[config.mk]
export PLATFORM = sky130hd
export DESIGN_NAME = rop_unit_top
export DESIGN_NICKNAME = d
export VERILOG_FILES = /design/src/verilog/rop_cfg_pkg.sv /design/src/verilog/rop_csr_pkg.sv /design/src/verilog/rop_elastic_buf.sv /design/src/verilog/rop_csr_regs.sv /design/src/verilog/rop_agent.sv /design/src/verilog/rop_unit_top.sv
export SDC_FILE = /design/constraint.sdc
export NUM_CORES = 1
export LEC_CHECK = 0
export ABC_AREA = 0
export BUFFER_PORTS_ARGS = -buffer_cell sky130_fd_sc_hd__buf_2
export CORE_AREA = 2 2 370 372
export CTS_BUF_LIST = sky130_fd_sc_hd__clkbuf_4 sky130_fd_sc_hd__clkbuf_8
export CTS_CLUSTER_DIAMETER = 80
export DETAILED_ROUTE_END_ITERATION = 7
export DIE_AREA = 0 0 372 374
export MAX_ROUTING_LAYER = met4
export PLACE_DENSITY = 0.52
export SETUP_SLACK_MARGIN = 0.05
export SLEW_MARGIN = 40
export SYNTH_ARGS = -nofsm -noshare
export SYNTH_HDL_FRONTEND = slang
export SYNTH_SLANG_ARGS = --single-unit
[constraint.sdc]
create_clock -name clk -period 31.6 [get_ports clk]
set_input_delay 1.58 -clock clk [delete_from_list [all_inputs] [get_ports clk]]
set_output_delay 1.58 -clock clk [all_outputs]
set_load 0.03 [all_outputs]
[src/verilog/rop_cfg_pkg.sv]
// ~~~~~~~~~~~~~~~~~~~~
// ROP agent configuration
// lane count, field widths and the payload types
// carried on the ROP bus and the commit path
// ~~~~~~~~~~~~~~~~~~~~

package rop_cfg_pkg;

    // SIMD lanes per execute request
    localparam int num_lanes  = 4;

    // fragment field widths
    localparam int dim_bits   = 15;
    localparam int depth_bits = 24;
    localparam int color_bits = 32;

    // core-side identifiers
    localparam int uuid_bits  = 16;
    localparam int nw_bits    = 2;
    localparam int xlen       = 32;

    // fragment request sent to the ROP pipeline
    typedef struct packed {
        logic [uuid_bits-1:0]                       uuid;
        logic [num_lanes-1:0]                       mask;
        logic [num_lanes-1:0][dim_bits-1:0]         pos_x;
        logic [num_lanes-1:0][dim_bits-1:0]         pos_y;
        logic [num_lanes-1:0][color_bits-1:0]       color;
        logic [num_lanes-1:0][depth_bits-1:0]       depth;
        logic [num_lanes-1:0]                       face;
    } frag_req_t;

    // commit record returned to the core
    // no write-back, so no data or rd fields
    typedef struct packed {
        logic [uuid_bits-1:0] uuid;
        logic [nw_bits-1:0]   wid;
        logic [num_lanes-1:0] tmask;
        logic [xlen-1:0]      pc;
        logic                 sop;
        logic                 eop;
    } commit_t;

endpackage

[src/verilog/rop_csr_pkg.sv]
// ~~~~~~~~~~~~~~~~~~~~
// ROP register map
// APB addresses and reset values of the ROP registers
// ~~~~~~~~~~~~~~~~~~~~

package rop_csr_pkg;

    // APB address and data widths
    localparam int csr_addr_bits = 4;
    localparam int csr_data_bits = 32;

    // color write mask, read/write
    localparam logic [csr_addr_bits-1:0] csr_color_mask_addr = 4'h0;

    // accepted request count, read only
    localparam logic [csr_addr_bits-1:0] csr_req_count_addr  = 4'h4;

    // all color channels enabled out of reset
    localparam logic [csr_data_bits-1:0] csr_color_mask_reset = 32'hFFFF_FFFF;

    // counter saturates here instead of wrapping
    localparam logic [csr_data_bits-1:0] csr_count_max = 32'hFFFF_FFFF;

    // value returned on a read of an unmapped address
    localparam logic [csr_data_bits-1:0] csr_read_default = '0;

endpackage

[src/verilog/rop_elastic_buf.sv]
// ~~~~~~~~~~~~~~~~~~~~
// two-entry elastic buffer
// registered output plus skid entry, ready_in from a flop
// ~~~~~~~~~~~~~~~~~~~~

`timescale 1ns/10ps

module rop_elastic_buf #(
    parameter type payload_t = logic [31:0]
) (
    input  logic     clk,
    input  logic     arst_n,
    input  logic     valid_in,
    output logic     ready_in,
    input  payload_t data_in,
    output logic     valid_out,
    input  logic     ready_out,
    output payload_t data_out
);

    logic     out_valid_q;
    logic     skid_valid_q;
    logic     ready_q;
    payload_t out_data_q;
    payload_t skid_data_q;

    logic     out_valid_d;
    logic     skid_valid_d;
    logic     push;
    logic     load_out;
    logic     load_skid;
    logic     take_skid;

    assign ready_in  = ready_q;
    assign push      = valid_in & ready_q;
    assign valid_out = out_valid_q;
    assign data_out  = out_data_q;

    always_comb begin
        out_valid_d  = out_valid_q;
        skid_valid_d = skid_valid_q;
        load_out     = 1'b0;
        load_skid    = 1'b0;
        take_skid    = 1'b0;
        if (skid_valid_q) begin
            // both full, drain the skid entry forward on a pop
            if (ready_out) begin
                skid_valid_d = 1'b0;
                take_skid    = 1'b1;
            end
        end else if (push) begin
            if (!out_valid_q || ready_out) begin
                out_valid_d = 1'b1;
                load_out    = 1'b1;
            end else begin
                skid_valid_d = 1'b1;
                load_skid    = 1'b1;
            end
        end else if (ready_out) begin
            out_valid_d = 1'b0;
        end
    end

    always_ff @(posedge clk or negedge arst_n) begin
        if (!arst_n) begin
            out_valid_q  <= 1'b0;
            skid_valid_q <= 1'b0;
            ready_q      <= 1'b0;
        end else begin
            out_valid_q  <= out_valid_d;
            skid_valid_q <= skid_valid_d;
            ready_q      <= ~skid_valid_d;
        end
    end

    always_ff @(posedge clk) begin
        if (load_out) begin
            out_data_q <= data_in;
        end else if (take_skid) begin
            out_data_q <= skid_data_q;
        end
        if (load_skid) begin
            skid_data_q <= data_in;
        end
    end

    // stalled output must hold its value
    assert property (@(posedge clk) disable iff (!arst_n)
        valid_out && !ready_out |=> valid_out && $stable(data_out));

    // with both entries occupied the input side must be closed
    assert property (@(posedge clk) disable iff (!arst_n)
        out_valid_q && skid_valid_q |-> !push);

endmodule

[src/verilog/rop_csr_regs.sv]
// ~~~~~~~~~~~~~~~~~~~~
// ROP register file on APB
// color write mask and saturating accepted-request counter
// ~~~~~~~~~~~~~~~~~~~~

`timescale 1ns/10ps

module rop_csr_regs import rop_csr_pkg::*; (
    input  logic                     clk,
    input  logic                     arst_n,
    input  logic                     psel,
    input  logic                     penable,
    input  logic                     pwrite,
    input  logic [csr_addr_bits-1:0] paddr,
    input  logic [csr_data_bits-1:0] pwdata,
    output logic [csr_data_bits-1:0] prdata,
    output logic                     pslverr,
    input  logic                     exe_fire,
    output logic [csr_data_bits-1:0] color_mask
);

    logic [csr_data_bits-1:0] color_mask_q;
    logic [csr_data_bits-1:0] count_q;

    logic access;
    logic hit_mask;
    logic hit_count;
    logic mask_wr;
    logic bad_access;

    // zero wait states, so every access phase completes
    assign access    = psel & penable;
    assign hit_mask  = (paddr == csr_color_mask_addr);
    assign hit_count = (paddr == csr_req_count_addr);
    assign mask_wr   = access & pwrite & hit_mask;

    // count is read only and anything else is unmapped
    assign bad_access = access & ((pwrite & !hit_mask) | (!pwrite & !hit_mask & !hit_count));

    assign pslverr    = bad_access;
    assign color_mask = color_mask_q;

    always_ff @(posedge clk or negedge arst_n) begin
        if (!arst_n) begin
            color_mask_q <= csr_color_mask_reset;
        end else if (mask_wr) begin
            color_mask_q <= pwdata;
        end
    end

    // one count per accepted execute request
    always_ff @(posedge clk or negedge arst_n) begin
        if (!arst_n) begin
            count_q <= '0;
        end else if (exe_fire && count_q != csr_count_max) begin
            count_q <= count_q + 1'b1;
        end
    end

    always_comb begin
        prdata = csr_read_default;
        if (access && !pwrite) begin
            if (hit_mask) begin
                prdata = color_mask_q;
            end else if (hit_count) begin
                prdata = count_q;
            end
        end
    end

    // an access phase is always entered from a setup phase of the same transfer
    assert property (@(posedge clk) disable iff (!arst_n)
        penable |-> psel && $past(psel && !penable));

endmodule

[src/verilog/rop_agent.sv]
// ~~~~~~~~~~~~~~~~~~~~
// ROP agent
// unpacks lane operands into fragments and forks each
// request into the ROP bus and the commit path
// ~~~~~~~~~~~~~~~~~~~~

`timescale 1ns/10ps

module rop_agent import rop_cfg_pkg::*; (
    input  logic                           clk,
    input  logic                           arst_n,

    // execute request from the special-function pipe
    input  logic                           exe_valid,
    output logic                           exe_ready,
    input  logic [uuid_bits-1:0]           exe_uuid,
    input  logic [nw_bits-1:0]             exe_wid,
    input  logic [num_lanes-1:0]           exe_tmask,
    input  logic [xlen-1:0]                exe_pc,
    input  logic                           exe_sop,
    input  logic                           exe_eop,
    input  logic [num_lanes-1:0][xlen-1:0] exe_rs1,
    input  logic [num_lanes-1:0][xlen-1:0] exe_rs2,
    input  logic [num_lanes-1:0][xlen-1:0] exe_rs3,

    // register file side
    input  logic [xlen-1:0]                color_mask,
    output logic                           exe_fire,

    // ROP bus
    output logic                           rop_req_valid,
    input  logic                           rop_req_ready,
    output frag_req_t                      rop_req_data,

    // commit to the core
    output logic                           commit_valid,
    input  logic                           commit_ready,
    output commit_t                        commit_data
);

    frag_req_t req_in;
    commit_t   rsp_in;

    logic req_valid_in;
    logic req_ready_in;
    logic rsp_valid_in;
    logic rsp_ready_in;

    // per-lane operand layout
    // rs1 = {.., y[30:16], x[15:1], face[0]}, rs2 = color, rs3 = depth
    always_comb begin
        req_in.uuid = exe_uuid;
        req_in.mask = exe_tmask;
        for (int i = 0; i < num_lanes; i++) begin
            req_in.face[i]  = exe_rs1[i][0];
            req_in.pos_x[i] = exe_rs1[i][1 +: dim_bits];
            req_in.pos_y[i] = exe_rs1[i][16 +: dim_bits];
            req_in.color[i] = exe_rs2[i][color_bits-1:0] & color_mask[color_bits-1:0];
            req_in.depth[i] = exe_rs3[i][depth_bits-1:0];
        end
    end

    always_comb begin
        rsp_in.uuid  = exe_uuid;
        rsp_in.wid   = exe_wid;
        rsp_in.tmask = exe_tmask;
        rsp_in.pc    = exe_pc;
        rsp_in.sop   = exe_sop;
        rsp_in.eop   = exe_eop;
    end

    // joint-ready fork where each half enqueues only when the other one can too
    assign req_valid_in = exe_valid & rsp_ready_in;
    assign rsp_valid_in = exe_valid & req_ready_in;
    assign exe_ready    = req_ready_in & rsp_ready_in;
    assign exe_fire     = exe_valid & exe_ready;

    rop_elastic_buf #(
        .payload_t (frag_req_t)
    ) req_buf (
        .clk       (clk),
        .arst_n    (arst_n),
        .valid_in  (req_valid_in),
        .ready_in  (req_ready_in),
        .data_in   (req_in),
        .valid_out (rop_req_valid),
        .ready_out (rop_req_ready),
        .data_out  (rop_req_data)
    );

    rop_elastic_buf #(
        .payload_t (commit_t)
    ) rsp_buf (
        .clk       (clk),
        .arst_n    (arst_n),
        .valid_in  (rsp_valid_in),
        .ready_in  (rsp_ready_in),
        .data_in   (rsp_in),
        .valid_out (commit_valid),
        .ready_out (commit_ready),
        .data_out  (commit_data)
    );

    // both halves of an accepted request are held by the buffers one cycle later
    assert property (@(posedge clk) disable iff (!arst_n)
        exe_fire |=> rop_req_valid && commit_valid);

endmodule

[src/verilog/rop_unit_top.sv]
// ~~~~~~~~~~~~~~~~~~~~
// ROP unit top level
// agent plus APB register file
// ~~~~~~~~~~~~~~~~~~~~

`timescale 1ns/10ps

module rop_unit_top import rop_cfg_pkg::*, rop_csr_pkg::*; (
    input  logic                           clk,
    input  logic                           arst_n,

    // execute request
    input  logic                           exe_valid,
    output logic                           exe_ready,
    input  logic [uuid_bits-1:0]           exe_uuid,
    input  logic [nw_bits-1:0]             exe_wid,
    input  logic [num_lanes-1:0]           exe_tmask,
    input  logic [xlen-1:0]                exe_pc,
    input  logic                           exe_sop,
    input  logic                           exe_eop,
    input  logic [num_lanes-1:0][xlen-1:0] exe_rs1,
    input  logic [num_lanes-1:0][xlen-1:0] exe_rs2,
    input  logic [num_lanes-1:0][xlen-1:0] exe_rs3,

    // ROP bus
    output logic                           rop_req_valid,
    input  logic                           rop_req_ready,
    output frag_req_t                      rop_req_data,

    // commit
    output logic                           commit_valid,
    input  logic                           commit_ready,
    output commit_t                        commit_data,

    // APB register port
    input  logic                           psel,
    input  logic                           penable,
    input  logic                           pwrite,
    input  logic [csr_addr_bits-1:0]       paddr,
    input  logic [csr_data_bits-1:0]       pwdata,
    output logic [csr_data_bits-1:0]       prdata,
    output logic                           pslverr
);

    logic [csr_data_bits-1:0] color_mask;
    logic                     exe_fire;

    rop_agent i_agent (
        .clk           (clk),
        .arst_n        (arst_n),
        .exe_valid     (exe_valid),
        .exe_ready     (exe_ready),
        .exe_uuid      (exe_uuid),
        .exe_wid       (exe_wid),
        .exe_tmask     (exe_tmask),
        .exe_pc        (exe_pc),
        .exe_sop       (exe_sop),
        .exe_eop       (exe_eop),
        .exe_rs1       (exe_rs1),
        .exe_rs2       (exe_rs2),
        .exe_rs3       (exe_rs3),
        .color_mask    (color_mask),
        .exe_fire      (exe_fire),
        .rop_req_valid (rop_req_valid),
        .rop_req_ready (rop_req_ready),
        .rop_req_data  (rop_req_data),
        .commit_valid  (commit_valid),
        .commit_ready  (commit_ready),
        .commit_data   (commit_data)
    );

    rop_csr_regs i_csr (
        .clk        (clk),
        .arst_n     (arst_n),
        .psel       (psel),
        .penable    (penable),
        .pwrite     (pwrite),
        .paddr      (paddr),
        .pwdata     (pwdata),
        .prdata     (prdata),
        .pslverr    (pslverr),
        .exe_fire   (exe_fire),
        .color_mask (color_mask)
    );

endmodule

==> results of run 1 <==
==> sequential cells by signal, indices dropped and copies added, names as in the netlist, 32 cells and up <==
register	cells
i_agent.req_buf.data_out	368
i_agent.req_buf.skid_data_q	368
i_agent.rsp_buf.data_out	56
i_agent.rsp_buf.skid_data_q	56
i_csr.color_mask	32
i_csr.count_q	32
==> worst max path at each step <==
stage,from,endpoint,slack [ns]
CTS,exe_valid,i_agent.req_buf.data_out[166],26.18
detailed placement,exe_valid,i_agent.req_buf.data_out[164],25.22
floorplan,rop_req_ready,i_agent.req_buf.skid_data_q[0],1.67
finish,exe_valid,i_agent.req_buf.data_out[166],26.29
global placement,exe_valid,i_agent.req_buf.data_out[132],24.75
global route,exe_valid,i_agent.req_buf.data_out[166],26.02
==> layer usage <==
metal / global-route usage [%] / wire length [microns] / part of all wire, % / vias to the layer above
li1: - / - / - / 10230
met1: 17.47 / 42100 / 40 / 10660
met2: 23.49 / 50210 / 48 / 845
met3: 5.802 / 9660 / 9.2 / 190
met4: 6.003 / 3548 / 3.4 / 0
met5: - / 0 / 0 / -
==> cell usage in the layout (no fill, tap or decap), drive strengths merged <==
cell type | netlist | layout
a21o | 1 | 1
a21oi | 6 | 6
a311o | 1 | 1
and2 | 130 | 130
and3 | 4 | 4
buf | 29 | 934
bufinv | 0 | 1
clkbuf | 60 | 227
clkinv | 0 | 41
clkinvlp | 0 | 5
dfrtp | 38 | 38
dfstp | 32 | 32
diode | 0 | 28
edfxtp | 848 | 848
ha | 1 | 1
inv | 11 | 16
mux2 | 217 | 217
mux2i | 33 | 33
nand2 | 737 | 737
nand3 | 19 | 19
nand3b | 1 | 1
nand4 | 14 | 14
nand4b | 1 | 1
nor2 | 49 | 49
nor2b | 2 | 2
nor3 | 12 | 12
nor3b | 3 | 3
nor4 | 5 | 5
o21ai | 4 | 4
or2 | 4 | 4
or3 | 2 | 2
or4 | 1 | 1
xnor2 | 19 | 19
xor2 | 10 | 10
==> final cells by class <==
| type | instances | area share [%] |
|---|---|---|
| Antenna cell | 28 | 0.1560 |
| Clock buffer | 227 | 6.162 |
| Clock inverter | 52 | 0.7633 |
| Inverter | 11 | 0.09193 |
| Multi-Input combinational cell | 1276 | 16.40 |
| Sequential cell | 918 | 60.69 |
| Tap cell | 1781 | 4.962 |
| Timing Repair Buffer | 934 | 10.78 |
==> kinds of logic (layout without fill, tap and decap cells) <==
group | Yosys count | after routing | synth area share (%)
muxes | 250 | 250 | 7.930
buffers and inverters | 100 | 1224 | 1.205
xor gates and xnor gates | 29 | 29 | 0.7261
adders and majority gates | 1 | 1 | 0.03576
and+or+nand+nor | 984 | 984 | 11.99
AOI/OAI and AO/OA | 12 | 12 | 0.1967
DFF | 918 | 918 | 77.92
other | 0 | 28 | 0
==> metrics by stage <==
| step | instances | utilization [%] | setup WS, ns | hold WS (ns) | area, sq um |
|---|---|---|---|---|---|
| 2_1_floorplan | 2294 | - | 1.670 | 0.4817 | 34980 |
| 3_3_place_gp | 4918 | 30.84 | 24.75 | 0.4951 | 41620 |
| 3_5_place_dp | 4918 | 30.88 | 25.22 | 0.4966 | 41670 |
| 4_1_cts | 5197 | 33.18 | 26.18 | 0.4909 | 44780 |
| 5_1_grt | 5223 | 33.27 | 26.02 | 0.5151 | 44900 |
| 6_report | 5227 | 33.28 | 26.29 | 0.4894 | 44910 |
==> where the power goes <==
group | leakage (nW) | internal, W | switching [W]
Sequential | 8.74 | 0.00157 | 0.0000657
Combinational | 7.72 | 0.000202 | 0.000555
Clock | 1.63 | 0.000574 | 0.000501
Total | 18.1 | 0.00235 | 0.00112
==> tightest hold or removal path, stage by stage, from the launching register on <==
cell	delay (ns)
edfxtp_1	0.32
nand2_1	0.05
nand2_1	0.05
==> results.toml, run 1 <==
[synthesis]
synth_nets = 2779
async_flop_share_pct = 7.625
ys_top_cells_by_count = "edfxtp_1, nand2_1, mux2_2"
avgSynthCellArea_sq_um = 15.25
synth_area_leaders = "edfxtp_1, nand2_1, mux2_2"
yosysMostFrequentCell = "edfxtp_1"
syn-cell-area_sq_um = 34980
seq_area_frac_synth_pct = 77.92
synth_largest_area_cell = "edfxtp_1"
ys_types = 36
ys_ff_latch = 918
synth_top_cell_area_share_pct = 72.79
ys_warn_count = 0
synth_edf_count = 848
ys.flop_type = "edfxtp_1"
synth_cells = 2294

[power]
power_density_nw_per_um2 = 77.26
power.leakage_nw = 18.10
report.power.total_w = 0.003470
ir_drop_mv = 0.03745

[critical_path]
critical_path.max_fanout = 60
r2r-end = "i_agent.req_buf.data_out[166]"
crit_required_ns = 32.18
critPathBufInv = 5
path_delay_family = "buffers and inverters"
crit_path_end_kind = "register"
r2r-start = "i_agent.req_buf.ready_in"
cpMaxStageDelayCell = "buf_4"
reg2reg_depth = 7
crit_chain = "buf_2 -> nand3_1 -> nor3_4 -> buf_6 -> buf_6 -> buf_4 -> buf_4 -> mux2_2"
critPathKind = "input port to register"
crit_cells = 8
critPathMaxStageDelay_ns = 0.70
start_kind = "input port"
r2r_slack_ns = 26.78
arrival_ns = 5.88

[status]
status = "complete, no violations"

[global_routing]
grt_first_pass_wirelength_microns = 149800
antenna_found_initial = 33
grt_use_total_pct = 15.10
grt_max_degree = 144
grt_overflow = 0
grt_pass1_vias = 22280

[clock_tree]
ctsResizeCount = 0
clkTransAtPathRegs_ns = 0.06
ctsHoldBuffers = 0
cts-buffers-inserted = 161
ctsRootBufferMaster = "clkbuf_8"
cts_tree = "yes"
cts_buffer_depth = 3
post-cts-setup-buffers = 0
clk_latency_ns = 0.85
tritoncts_num_sinks = 918
cts_max_level = 4

[floorplan]
start_util_pct = 25.92
fp.dieW_microns = 372
coreArea_sq_um = 135000
rows = 135
dieArea_sq_um = 139100
io_pins = 944
die_h_microns = 374

[hold_path]
whs_endpoint = "i_agent.req_buf.data_out[27]"
hold_start = "i_agent.req_buf.skid_data_q[27]"
min_path_cells = 2
hp-class = "register to register"

[final_layout]
nNetsFinal = 3787
syn_to_final_growth_pct = 28.39
seq_area_sq_um = 27260
n_fill_cell = 13530
drive_gt1_share_pct = 42.48
multiInputGateArea_sq_um = 7367

[timing]
relSlewSlack_pct = 39.04
fin_crit_ns = 5.308
maxSlewViolCount = 0
finClkSkew_ns = 0.03573
rsz0062_at_grt = "no"
period_share_pct = 16.80
tightest_slew_ns = 0.9143
hold_violations = 0
fmax_ghz = 0.1884
tns_ns = 0
finalSetupViolations = 0

[drt]
drt-pass1-iter-count = 6
wirelength_microns = 105500
antenna_left = 0
dr_total_vias = 21920
wire_per_inst_microns = 20.19
drc = 0
viasPerCell = 4.194
drt-initial-drc-count = 1354

[placement]
dpl.hpwl_microns = 72830
port_buffers = 907
place.gp.congestion = 0.8750

[run]
max-cap-violations = 0
No activity file was read; power rests on OpenSTA's default activity.
==> inputs of run 2 (changes only) <==
clock period = 5.1 ns   (was 31.6 ns; I/O delays follow)
==> run 2 against run 1 <==
  * Critical path depth down 3
  * Register-to-register slack worse by 25 ns
  * Via count up 9.0%
  * Critical path type is now register to register
  * Sequential power rose to 6.2 times the previous value
  * Core utilization up 3.5 points
  * Critical endpoint is now i_agent.req_buf.data_out[323]
  * Largest power group unchanged
  * First-iteration DRC count up 15%
  * Final area up 11%
  * Non-clock buffer count up 473
  * Flip-flop and latch count unchanged
==> results.toml, run 2 (synthesized netlist as in run 1, its figures left out) <==
[drt]
dr_total_vias = 23890
viasPerCell = 4.199
drt-pass1-iter-count = 5
drt-initial-drc-count = 1558
antenna_left = 0
drc = 0
wire_per_inst_microns = 19.60
wirelength_microns = 111500

[clock_tree]
clkTransAtPathRegs_ns = 0.06
cts_tree = "yes"
tritoncts_num_sinks = 918
ctsRootBufferMaster = "clkbuf_8"
clk_latency_ns = 0.85
post-cts-setup-buffers = 0
cts_buffer_depth = 3
cts-buffers-inserted = 160
cts_max_level = 4

[floorplan]
coreArea_sq_um = 135000
rows = 135
die_h_microns = 374
io_pins = 944
dieArea_sq_um = 139100
start_util_pct = 25.92
fp.dieW_microns = 372

[critical_path]
reg2reg_depth = 5
crit_cells = 5
cpMaxStageDelayCell = "or3_4"
start_kind = "register"
r2r-start = "i_agent.req_buf.ready_in"
crit_path_end_kind = "register"
path_delay_family = "simple AND/OR/NAND/NOR gates"
critPathKind = "register to register"
r2r-end = "i_agent.req_buf.data_out[323]"
critPathBufInv = 2
r2r_slack_ns = 1.78
arrival_ns = 3.80
worst_setup_path_startpoint = "i_agent.req_buf.ready_in"
critical_path.max_fanout = 52
critPathMaxStageDelay_ns = 0.83
crit_required_ns = 5.57
crit_end = "i_agent.req_buf.data_out[323]"
crit_chain = "nand3_1 -> or3_4 -> nand2_8 -> buf_16 -> buf_4"

[timing]
tns_ns = 0
fin_crit_ns = 3.323
maxSlewViolCount = 0
period_share_pct = 65.16
finalSetupViolations = 0
relSlewSlack_pct = 41.58
hold_violations = 0
finClkSkew_ns = 0.03734
rsz0062_at_grt = "no"
tightest_slew_ns = 0.8763
fmax_ghz = 0.3009

[power]
ir_drop_mv = 0.2426
power_density_nw_per_um2 = 442.6
report.power.total_w = 0.02198
power.leakage_nw = 20.15

[final_layout]
multiInputGateArea_sq_um = 7380
final_cell_mix = "buf_2, edfxtp_1, nand2_1"
post-route-util_pct = 36.79
drive_gt1_share_pct = 38.02
n_fill_cell = 13200
seq_area_sq_um = 27260
nNetsFinal = 4259
layout_commonest_cell = "buf_2"
syn_to_final_growth_pct = 41.95

[global_routing]
grt_first_pass_wirelength_microns = 160100
grt_pass1_vias = 24830
grt_use_total_pct = 15.97
grt_overflow = 0
grt_max_degree = 154
antenna_found_initial = 26

[status]
status = "complete, no violations"

[placement]
port_buffers = 907
place.gp.congestion = 0.8841
dpl.hpwl_microns = 77110

[hold_path]
hp-class = "input port to register"

[run]
max-cap-violations = 0
run 2: cell type report:
cell class | instances | share of cell area [%]
sequential | 918 | 54.89
multi-input combinational | 1276 | 14.86
tap | 1781 | 4.488
clock inverter | 46 | 0.7106
timing repair buffer | 1407 | 19.34
clock buffer | 229 | 5.516
antenna | 21 | 0.1058
inverter | 11 | 0.08315
run 2: worst min-delay path by stage:
stage                                      endpoint         from  slack (ns)  cells past startpoint
finish                             i_csr.count_q[8]    exe_valid        0.10                      4
global route        i_agent.req_buf.skid_data_q[76]  exe_rs3[96]        0.04                      2
CTS                 i_agent.req_buf.skid_data_q[76]  exe_rs3[96]       0.006                      2
detailed placement                i_csr.count_q[25]       arst_n        0.35                      1
global placement     i_agent.rsp_buf.skid_data_q[4]    exe_pc[2]        0.44                      1
floorplan                  i_agent.req_buf.ready_in       arst_n       -0.04                      0
run 2: worst register-to-register path, cell delays in order, from the launching register on:
cell and delay, ns:
dfrtp_1 0.36, nand3_1 0.53, or3_4 0.83, nand2_8 0.41
buf_16 0.31, buf_4 0.51
run 2: where the power goes:
part | internal [W] | switching, W | total [W]
logic | 0.00156 | 0.00355 | 0.00511
registers | 0.00973 | 0.000435 | 0.0102
clock network | 0.00361 | 0.00309 | 0.00670
total | 0.0149 | 0.00707 | 0.0220
run 2: layer usage:
| metal | GRT usage (%) | up-vias | share of wire, % |
|---|---|---|---|
| met5 | - | - | 0 |
| met4 | 5.615 | 0 | 2.8 |
| met3 | 5.169 | 165 | 8.0 |
| met2 | 25.93 | 882 | 49 |
| met1 | 18.46 | 11680 | 40 |
| li1 | - | 11160 | - |
run 2: through the flow:
stage / instance area (sq um) / cells / hold slack (ns) / setup WS (ns)
2_1_floorplan: 35000 / 2294 / -0.04059 / -5.244
6_report: 49650 / 5689 / 0.1017 / 1.777
3_3_place_gp: 41910 / 4940 / 0.4441 / 1.548
5_1_grt: 49650 / 5687 / 0.03867 / 1.516
3_5_place_dp: 41980 / 4943 / 0.3474 / 1.582
4_1_cts: 49590 / 5668 / 0.005518 / 1.574
run 2: timing repair:
action / in CTS / in global routing
endpoints found under the hold margin: 954 / 0
gates resized for setup: 0 / 0
hold buffers: 450 / 0
